File: src/hdl/poker_pkg.sv
package poker_pkg;

    // every chip quantity on the table: balances, pot, bets
    localparam int chip_w = 7;

    typedef logic [chip_w-1:0] chip_t;

    // betting rounds of one hand
    typedef enum logic [1:0] {
        preflop,
        flop,
        turn,
        river
    } round_t;

    // table modes
    typedef enum logic [1:0] {
        playing,
        cashout,
        freeze
    } game_state_t;

    // player actions, one per strobe
    typedef enum logic [1:0] {
        act_fold,
        act_call,
        act_raise
    } action_t;

endpackage

File: src/hdl/table_if.sv
`timescale 1ns/1ps

interface table_if;
    logic                act_valid;
    poker_pkg::action_t  act;
    logic                new_table;
    poker_pkg::round_t   round;

    // action strobes go one way, the current round comes back
    modport ctrl (
        output act_valid,
        output act,
        output new_table,
        input  round
    );

    modport engine (
        input  act_valid,
        input  act,
        input  new_table,
        output round
    );
endinterface

File: src/hdl/game_control.sv
`timescale 1ns/1ps

module game_control (
    input  logic                   clk,
    input  logic                   reset_d,
    input  logic                   fold_btn,
    input  logic                   call_btn,
    input  logic                   raise_btn,
    input  logic                   cashout_sw,
    input  logic                   freeze_sw,
    output poker_pkg::game_state_t game_state,
    table_if.ctrl                  tif
);
    logic [2:0]             btn_now;
    logic [2:0]             btn_prev;
    logic [2:0]             btn_rise;
    poker_pkg::game_state_t saved_state;

    // bit 0 fold, bit 1 call, bit 2 raise
    assign btn_now  = {raise_btn, call_btn, fold_btn};
    assign btn_rise = btn_now & ~btn_prev;

    // fold wins over call, call over raise
    always_ff @(posedge clk) begin
        if (btn_rise[0]) begin
            tif.act <= poker_pkg::act_fold;
        end else if (btn_rise[1]) begin
            tif.act <= poker_pkg::act_call;
        end else begin
            tif.act <= poker_pkg::act_raise;
        end
    end

    always_ff @(posedge clk or posedge reset_d) begin
        if (reset_d) begin
            btn_prev      <= 3'b000;
            tif.act_valid <= 1'b0;
            tif.new_table <= 1'b0;
            game_state    <= poker_pkg::playing;
            saved_state   <= poker_pkg::playing;
        end else begin
            btn_prev      <= btn_now;
            tif.act_valid <= (game_state == poker_pkg::playing) && (btn_rise != 3'b000);
            tif.new_table <= 1'b0;
            case (game_state)
                poker_pkg::playing: begin
                    if (freeze_sw) begin
                        game_state  <= poker_pkg::freeze;
                        saved_state <= poker_pkg::playing;
                    end else if (cashout_sw && tif.round == poker_pkg::preflop) begin
                        game_state <= poker_pkg::cashout;
                    end
                end
                poker_pkg::cashout: begin
                    if (freeze_sw) begin
                        game_state  <= poker_pkg::freeze;
                        saved_state <= poker_pkg::cashout;
                    end else if (!cashout_sw) begin
                        // leaving cashout starts a fresh table
                        game_state    <= poker_pkg::playing;
                        tif.new_table <= 1'b1;
                    end
                end
                poker_pkg::freeze: begin
                    if (!freeze_sw) begin
                        game_state <= saved_state;
                    end
                end
                default: begin
                    game_state <= poker_pkg::playing;
                end
            endcase
        end
    end
endmodule

File: src/hdl/bet_engine.sv
`timescale 1ns/1ps

module bet_engine #(
    parameter int start_balance = 49,
    parameter int raise_step    = 5
) (
    input  logic             clk,
    input  logic             reset_d,
    input  logic             p1_wins,
    input  logic             tie,
    table_if.engine          tif,
    output poker_pkg::chip_t p1_balance,
    output poker_pkg::chip_t p2_balance,
    output poker_pkg::chip_t pot,
    output poker_pkg::chip_t cur_bet,
    output logic             cur_player
);
    poker_pkg::chip_t  p1_betted;
    poker_pkg::chip_t  p2_betted;
    logic [7:0]        hand_cnt;
    poker_pkg::round_t round_q;
    logic              start_player;

    poker_pkg::chip_t  my_bal;
    poker_pkg::chip_t  my_betted;
    poker_pkg::chip_t  owed;
    poker_pkg::chip_t  raise_cost;

    poker_pkg::chip_t  p1_n;
    poker_pkg::chip_t  p2_n;
    poker_pkg::chip_t  pot_n;
    poker_pkg::chip_t  bet_n;
    poker_pkg::chip_t  p1_bt_n;
    poker_pkg::chip_t  p2_bt_n;
    logic [7:0]        hand_n;
    poker_pkg::round_t round_n;
    logic              player_n;
    logic              hand_over;

    // even hand count means p1 opens
    assign start_player = hand_cnt[0];
    assign tif.round    = round_q;

    // figures for whoever is to act
    assign my_bal     = cur_player ? p2_balance : p1_balance;
    assign my_betted  = cur_player ? p2_betted : p1_betted;
    assign owed       = cur_bet - my_betted;
    assign raise_cost = owed + poker_pkg::chip_t'(raise_step);

    always_comb begin
        p1_n      = p1_balance;
        p2_n      = p2_balance;
        pot_n     = pot;
        bet_n     = cur_bet;
        p1_bt_n   = p1_betted;
        p2_bt_n   = p2_betted;
        hand_n    = hand_cnt;
        round_n   = round_q;
        player_n  = cur_player;
        hand_over = 1'b0;
        if (tif.new_table) begin
            p1_n     = poker_pkg::chip_t'(start_balance);
            p2_n     = poker_pkg::chip_t'(start_balance);
            pot_n    = '0;
            bet_n    = '0;
            p1_bt_n  = '0;
            p2_bt_n  = '0;
            hand_n   = '0;
            round_n  = poker_pkg::preflop;
            player_n = 1'b0;
        end else if (tif.act_valid) begin
            case (tif.act)
                poker_pkg::act_fold: begin
                    if (cur_player) begin
                        p1_n = p1_balance + pot;
                    end else begin
                        p2_n = p2_balance + pot;
                    end
                    hand_over = 1'b1;
                end
                poker_pkg::act_call: begin
                    if (cur_bet != '0 && my_bal < owed) begin
                        // short stack, call ignored
                    end else if (cur_bet != '0 || cur_player != start_player) begin
                        // owed is zero on a check
                        if (cur_player) begin
                            p2_n = p2_balance - owed;
                        end else begin
                            p1_n = p1_balance - owed;
                        end
                        pot_n = pot + owed;
                        if (round_q == poker_pkg::river) begin
                            // showdown; an odd chip on a split is lost
                            if (tie) begin
                                p1_n = p1_n + (pot_n >> 1);
                                p2_n = p2_n + (pot_n >> 1);
                            end else if (p1_wins) begin
                                p1_n = p1_n + pot_n;
                            end else begin
                                p2_n = p2_n + pot_n;
                            end
                            hand_over = 1'b1;
                        end else begin
                            round_n  = poker_pkg::round_t'(round_q + 2'd1);
                            bet_n    = '0;
                            p1_bt_n  = '0;
                            p2_bt_n  = '0;
                            player_n = start_player;
                        end
                    end else begin
                        player_n = ~cur_player;
                    end
                end
                poker_pkg::act_raise: begin
                    if (my_bal >= raise_cost) begin
                        if (cur_player) begin
                            p2_n    = p2_balance - raise_cost;
                            p2_bt_n = cur_bet + poker_pkg::chip_t'(raise_step);
                        end else begin
                            p1_n    = p1_balance - raise_cost;
                            p1_bt_n = cur_bet + poker_pkg::chip_t'(raise_step);
                        end
                        pot_n = pot + raise_cost;
                        bet_n = cur_bet + poker_pkg::chip_t'(raise_step);
                    end
                    // turn passes even when the raise is refused
                    player_n = ~cur_player;
                end
                default: begin
                end
            endcase
            if (hand_over) begin
                pot_n    = '0;
                bet_n    = '0;
                p1_bt_n  = '0;
                p2_bt_n  = '0;
                round_n  = poker_pkg::preflop;
                hand_n   = hand_cnt + 8'd1;
                player_n = ~start_player;
            end
        end
    end

    always_ff @(posedge clk or posedge reset_d) begin
        if (reset_d) begin
            p1_balance <= poker_pkg::chip_t'(start_balance);
            p2_balance <= poker_pkg::chip_t'(start_balance);
            pot        <= '0;
            cur_bet    <= '0;
            p1_betted  <= '0;
            p2_betted  <= '0;
            hand_cnt   <= '0;
            round_q    <= poker_pkg::preflop;
            cur_player <= 1'b0;
        end else begin
            p1_balance <= p1_n;
            p2_balance <= p2_n;
            pot        <= pot_n;
            cur_bet    <= bet_n;
            p1_betted  <= p1_bt_n;
            p2_betted  <= p2_bt_n;
            hand_cnt   <= hand_n;
            round_q    <= round_n;
            cur_player <= player_n;
        end
    end
endmodule

File: src/hdl/poker_table.sv
`timescale 1ns/1ps

module poker_table #(
    parameter int start_balance = 49,
    parameter int raise_step    = 5
) (
    input  logic                   clk,
    input  logic                   reset_d,
    input  logic                   fold_btn,
    input  logic                   call_btn,
    input  logic                   raise_btn,
    input  logic                   cashout_sw,
    input  logic                   freeze_sw,
    input  logic                   p1_wins,
    input  logic                   tie,
    output poker_pkg::chip_t       p1_balance,
    output poker_pkg::chip_t       p2_balance,
    output poker_pkg::chip_t       pot,
    output poker_pkg::chip_t       cur_bet,
    output poker_pkg::round_t      round,
    output logic                   cur_player,
    output poker_pkg::game_state_t game_state
);
    table_if tif ();

    game_control u_ctrl (
        .clk        (clk),
        .reset_d    (reset_d),
        .fold_btn   (fold_btn),
        .call_btn   (call_btn),
        .raise_btn  (raise_btn),
        .cashout_sw (cashout_sw),
        .freeze_sw  (freeze_sw),
        .game_state (game_state),
        .tif        (tif.ctrl)
    );

    bet_engine #(
        .start_balance (start_balance),
        .raise_step    (raise_step)
    ) u_engine (
        .clk        (clk),
        .reset_d    (reset_d),
        .p1_wins    (p1_wins),
        .tie        (tie),
        .tif        (tif.engine),
        .p1_balance (p1_balance),
        .p2_balance (p2_balance),
        .pot        (pot),
        .cur_bet    (cur_bet),
        .cur_player (cur_player)
    );

    assign round = tif.round;
endmodule

File: config.mk
export PLATFORM = sky130hd
export DESIGN_NAME = poker_table
export DESIGN_NICKNAME = d
export VERILOG_FILES = /design/src/hdl/poker_pkg.sv /design/src/hdl/table_if.sv /design/src/hdl/game_control.sv /design/src/hdl/bet_engine.sv /design/src/hdl/poker_table.sv
export SDC_FILE = /design/constraint.sdc
export NUM_CORES = 1
export LEC_CHECK = 0
export BUFFER_PORTS_ARGS = -buffer_cell sky130_fd_sc_hd__buf_2
export CAP_MARGIN = 15
export CORE_ASPECT_RATIO = 1.1
export CORE_UTILIZATION = 45
export CTS_CLUSTER_SIZE = 10
export DETAILED_ROUTE_END_ITERATION = 10
export SETUP_SLACK_MARGIN = 0.05
export SLEW_MARGIN = 0
export SYNTH_ARGS = -nofsm -noshare
export SYNTH_HDL_FRONTEND = slang
export SYNTH_SLANG_ARGS = --single-unit
File: constraint.sdc
create_clock -name clk -period 14.26 [get_ports clk]
set_input_delay 0.713 -clock clk [delete_from_list [all_inputs] [get_ports clk]]
set_output_delay 0.713 -clock clk [all_outputs]
set_load 0.02 [all_outputs]
==> results by stage <==
Finish:
- In the final layout, the share of cells above drive strength 1 is 0.1203.
- The number of nets in the layout is between 900 and 1k.
- The area taken by multi-input logic gates is 5157 µm².
- Fill cells in the final layout number ~1.5k.
- The number of antenna diodes in the final layout is 0.
- In the final layout, flip-flops and latches occupy roughly 1400 µm².
- The signed area change from the synthesized netlist to the final layout is 7.511%.

Setup path:
- In this run the critical register-to-register path is launched from u_engine.cur_player.
- The worst endpoint required time is around 14 ns.
- The largest individual stage delay along the critical path comes from the cell sky130_fd_sc_hd__dfrtp_2.
- For this run, the slowest stage of the critical path takes 0.55 ns.
- Across all register-to-register paths, the minimum setup slack is just over 8 ns.
- The worst setup path is launched from a flop.
- In this run the critical register-to-register path is captured at u_engine.p1_balance[6].
- Walking the worst path, the cells encountered are mux2_2 > ha_1 > inv_1 > fa_1 > xor2_1 > inv_1 > ha_1 > a21oi_1 > nand2_1 > xnor2_1 > nor2_1 > xor2_1 > ha_1 > a21oi_1 > nand2b_1 > nor4_1 > nor4_1 > maj3_1 > o221ai_1 > and4b_1 > or4b_1.
- In this run the worst path has a maximum fanout of 19.
- STA classifies the critical path endpoint as a flop.
- Data arrives at the worst endpoint at ~6.2 ns.
- In this design, the largest share of critical-path delay is due to simple AND/OR/NAND/NOR gates.
- The depth of the worst register-to-register path is 21.
- The combined buffer and inverter count along the critical path is 2.
- The critical path is of the reg -> reg type.
- The most common cell type on the critical path is sky130_fd_sc_hd__ha_1.

Timing:
- The final setup violation count is 0.
- The transition time at the pin with the least slew margin is just under 1 ns.
- After routing, the total negative slack on setup checks comes to 0 ns.
- The max-slew violation total from the final report is 0.
- The period utilization is 0.4241.
- The worst path needs ~6 ns of the cycle, external delays included.
- The worst pin sits at a relative slew slack of 0.3425.
- The number of failing hold endpoints at the final stage is 0.
- The maximum operating frequency is roughly 0.17 GHz.
- The maximum clock skew at final layout is just under 0.01 ns.
- Setup repair after global routing left no endpoint under its margin.

Global routing:
- The number of antenna violations at the first check in global routing is 0.
- The global-route wire length before repair is between 30,000 and 40,000 µm.
- The global route total overflow is 0.
- Entering global routing, the biggest net connects 55 pins.
- In the global route stage, overall resource usage came out at 0.2720.
- The via count of the first global-routing pass is around 6.3k.

Status:
- The flow ran to the end, and the final reports show no timing, DRC or antenna violations.

Route:
- After detailed routing, the number of vias per cell comes to between 6 and 7.
- The final antenna-violating net count is 0.
- The remaining design rule violation count is 0.
- The first detailed-routing pass ran for 5 iterations.
- In the final routed layout, each cell accounts on average for 19.91 µm.
- The initial DRC count is 362.
- The final route contains between 6k and 7k vias.
- The total detailed-routing wirelength is roughly 21,000 µm.

Clocking:
- In this run, post-CTS repair resized a total of 0 instances.
- The root buffer cell chosen for the clock tree is sky130_fd_sc_hd__clkbuf_16.
- Counting the buffers created by CTS gives 5.
- The H-tree depth is 2.
- Buffers inserted to repair hold after CTS numbered 0.
- The CTS tree is built.
- The clock latency on the worst-skew pair is approximately 0.31 ns.
- For this design, the sink count on the clock tree is 56.
- The clock tree buffer depth is 2.
- The number of setup buffers added after CTS is 0.
- The clock input transition at the sequential cells of the worst setup and hold paths is ~0.08 ns.

Placement:
- Port buffering added 41 buffers.
- The detailed-placement wirelength estimate is 16,460 µm.
- The global placement routability congestion is 0.9354.

Yosys:
- The Yosys warning count is 0.
- The multiplexer fraction of the synthesized cell area is 0.05068.
- Counting flops and latches in the post-synthesis netlist gives 56.
- The share of synthesized area in the top cell type comes to 0.1738.
- The synthesized cell area is a little under 7000 µm².
- The simple-gate portion of the synthesized area is 0.1805.
- The number of flops mapped to enable cells by yosys is 0.
- The post-synthesis adder-cell area fraction is 0.1833.
- The most used flip-flop cell after synthesis is sky130_fd_sc_hd__dfrtp_1.
- Of the synthesized area, sequential elements account for 0.2024.
- The post-synthesis compound-gate area fraction came to 0.2414.
- Ranked by total cell area, the synthesized netlist is headed by sky130_fd_sc_hd__dfrtp_1 (17%), sky130_fd_sc_hd__ha_1 (15%), sky130_fd_sc_hd__xnor2_1 (5.1%).
- The number of instances in the synthesized netlist is 830.
- The cell taking the most area after synthesis is sky130_fd_sc_hd__dfrtp_1.
- The count of distinct cell types in the synthesized netlist is 90.
- Counting flops with an async set or reset pin after synthesis yields a share of 0.9643.
- The fraction of synthesized cell area in xor and xnor cells is 0.09014.
- The dominant combinational cell family by area after synthesis is compound AO/OA/AOI/OAI gates.
- Counting every net in the synthesized netlist gives 932.
- Each instance of the synthesized netlist takes up on average around 8.3 µm².

Die:
- In this run the vertical extent of the chip is around 130 µm.
- The initial utilization of the core area, before any placement, comes to 0.4592.
- The floorplan row count is 47.
- The die area is approximately 16,000 µm².
- The die is roughly 120 µm wide.
- The region available for standard cell placement spans about 15,000 µm².
- For this design the top-level I/O count stands at 42.

Min path:
- Along the worst hold path, the cell count comes to 1.
- The type of the most critical hold path is reg -> reg.
- For hold timing, the worst endpoint is u_ctrl.tif.act[0].
- The hold path startpoint is u_ctrl.btn_prev[1].

Run:
- The number of max-cap violations is 0.
==> cell usage in the layout, fill, tap and decap left out, types with 26 or more instances in the layout <==
cell type and count:
sky130_fd_sc_hd__buf_2 41, sky130_fd_sc_hd__dfrtp_1 47, sky130_fd_sc_hd__nand2_1 67, sky130_fd_sc_hd__a21o_1 26, sky130_fd_sc_hd__inv_1 55, sky130_fd_sc_hd__xnor2_1 40
sky130_fd_sc_hd__a21oi_1 68, sky130_fd_sc_hd__o21ai_0 43, sky130_fd_sc_hd__ha_1 82, sky130_fd_sc_hd__nor2_1 56
==> per-stage QoR <==
step / utilization / std cells / setup WS, ns / area [µm²] / hold WS [ns]
after floorplan: - / 830 / 7.729 / 6913 / 0.4147
after global routing: 0.4937 / 1052 / 7.772 / 7432 / 0.4732
after CTS: 0.4937 / 1052 / 8.227 / 7432 / 0.4489
after global placement: 0.4842 / 1044 / 8.372 / 7289 / 0.4265
after detailed placement: 0.4842 / 1044 / 8.248 / 7289 / 0.4394
final: 0.4937 / 1052 / 8.212 / 7432 / 0.4417
==> worst max path at each step <==
stage	endpoint	slack, ns	depth (start not counted)	startpoint
floorplan	u_engine.p1_balance[6]	7.73	24	u_engine.cur_player
global placement	u_engine.p1_balance[6]	8.37	21	u_engine.cur_player
detailed placement	u_engine.p1_balance[6]	8.25	21	u_engine.cur_player
CTS	u_engine.p1_balance[6]	8.23	21	u_engine.cur_player
global route	u_engine.p1_balance[6]	7.77	23	u_engine.cur_player
finish	u_engine.p1_balance[6]	8.21	21	u_engine.cur_player
==> logic make-up after synthesis <==
group / count (synthesis)
AND/OR/NAND/NOR: 240
XOR/XNOR: 67
flip-flops: 56
adder cells (fa/ha/maj): 95
buffers and inverters: 90
multiplexers: 33
AO/OA/AOI/OAI: 249
==> Yosys cell counts, types with 4 or more instances <==
cell                       count
sky130_fd_sc_hd__mux2_2       15
sky130_fd_sc_hd__a21o_1       26
sky130_fd_sc_hd__a21boi_0      4
sky130_fd_sc_hd__nor2_1       56
sky130_fd_sc_hd__or3_1         5
sky130_fd_sc_hd__nor3_1       16
sky130_fd_sc_hd__dfstp_2       6
sky130_fd_sc_hd__mux2i_1      17
sky130_fd_sc_hd__o211ai_1     11
sky130_fd_sc_hd__nor3b_1       8
sky130_fd_sc_hd__a22o_1        6
sky130_fd_sc_hd__nand2_1      67
sky130_fd_sc_hd__dfrtp_1      48
sky130_fd_sc_hd__o31ai_1      21
sky130_fd_sc_hd__nand3b_1      5
sky130_fd_sc_hd__a221oi_1      4
sky130_fd_sc_hd__a211oi_1      6
sky130_fd_sc_hd__a211oi_2      4
sky130_fd_sc_hd__nand2b_1     12
sky130_fd_sc_hd__o21bai_1      6
sky130_fd_sc_hd__nor2b_1      19
sky130_fd_sc_hd__a21oi_1      68
sky130_fd_sc_hd__fa_1         11
sky130_fd_sc_hd__ha_1         82
sky130_fd_sc_hd__inv_1        56
sky130_fd_sc_hd__xor2_1       24
sky130_fd_sc_hd__xnor2_1      40
sky130_fd_sc_hd__o21ai_0      43
sky130_fd_sc_hd__clkbuf_1     25
sky130_fd_sc_hd__nand3_1      20
sky130_fd_sc_hd__nor4_1        4
sky130_fd_sc_hd__a31oi_1       4
sky130_fd_sc_hd__o21a_1        7
==> layout make-up <==
class                           instances  share of cell area
Inverter                               59             0.02980
Timing Repair Buffer                   49             0.03569
Clock buffer                            6             0.01734
Multi-Input combinational cell        684              0.6939
Clock inverter                          2            0.001852
Tap cell                              196             0.03300
Sequential cell                        56              0.1884
==> state kept, by name (all words and copies together), names as in the netlist, 2 cells and up <==
| signal | count |
|---|---|
| u_engine.cur_bet | 7 |
| u_engine.p1_balance | 7 |
| u_engine.p1_betted | 7 |
| u_engine.p2_balance | 7 |
| u_engine.p2_betted | 7 |
| u_engine.pot | 7 |
| u_ctrl.btn_prev | 3 |
| u_ctrl.game_state | 2 |
| u_ctrl.tif.act | 2 |
| u_engine.tif.round | 2 |
==> metal layers <==
layer / track usage / wire (µm) / part of all wire / vias to the layer above
met5: 0 / 0 / 0 / -
met3: 0.03330 / 1014 / 0.048 / 48
met1: 0.3515 / 9176 / 0.44 / 3052
met2: 0.4617 / 10090 / 0.48 / 195
met4: 0.09931 / 657 / 0.031 / 0
li1: - / - / - / 3061
Power is not shown: default switching activity piles up to over one toggle a cycle in this logic, so the estimate is an artifact.
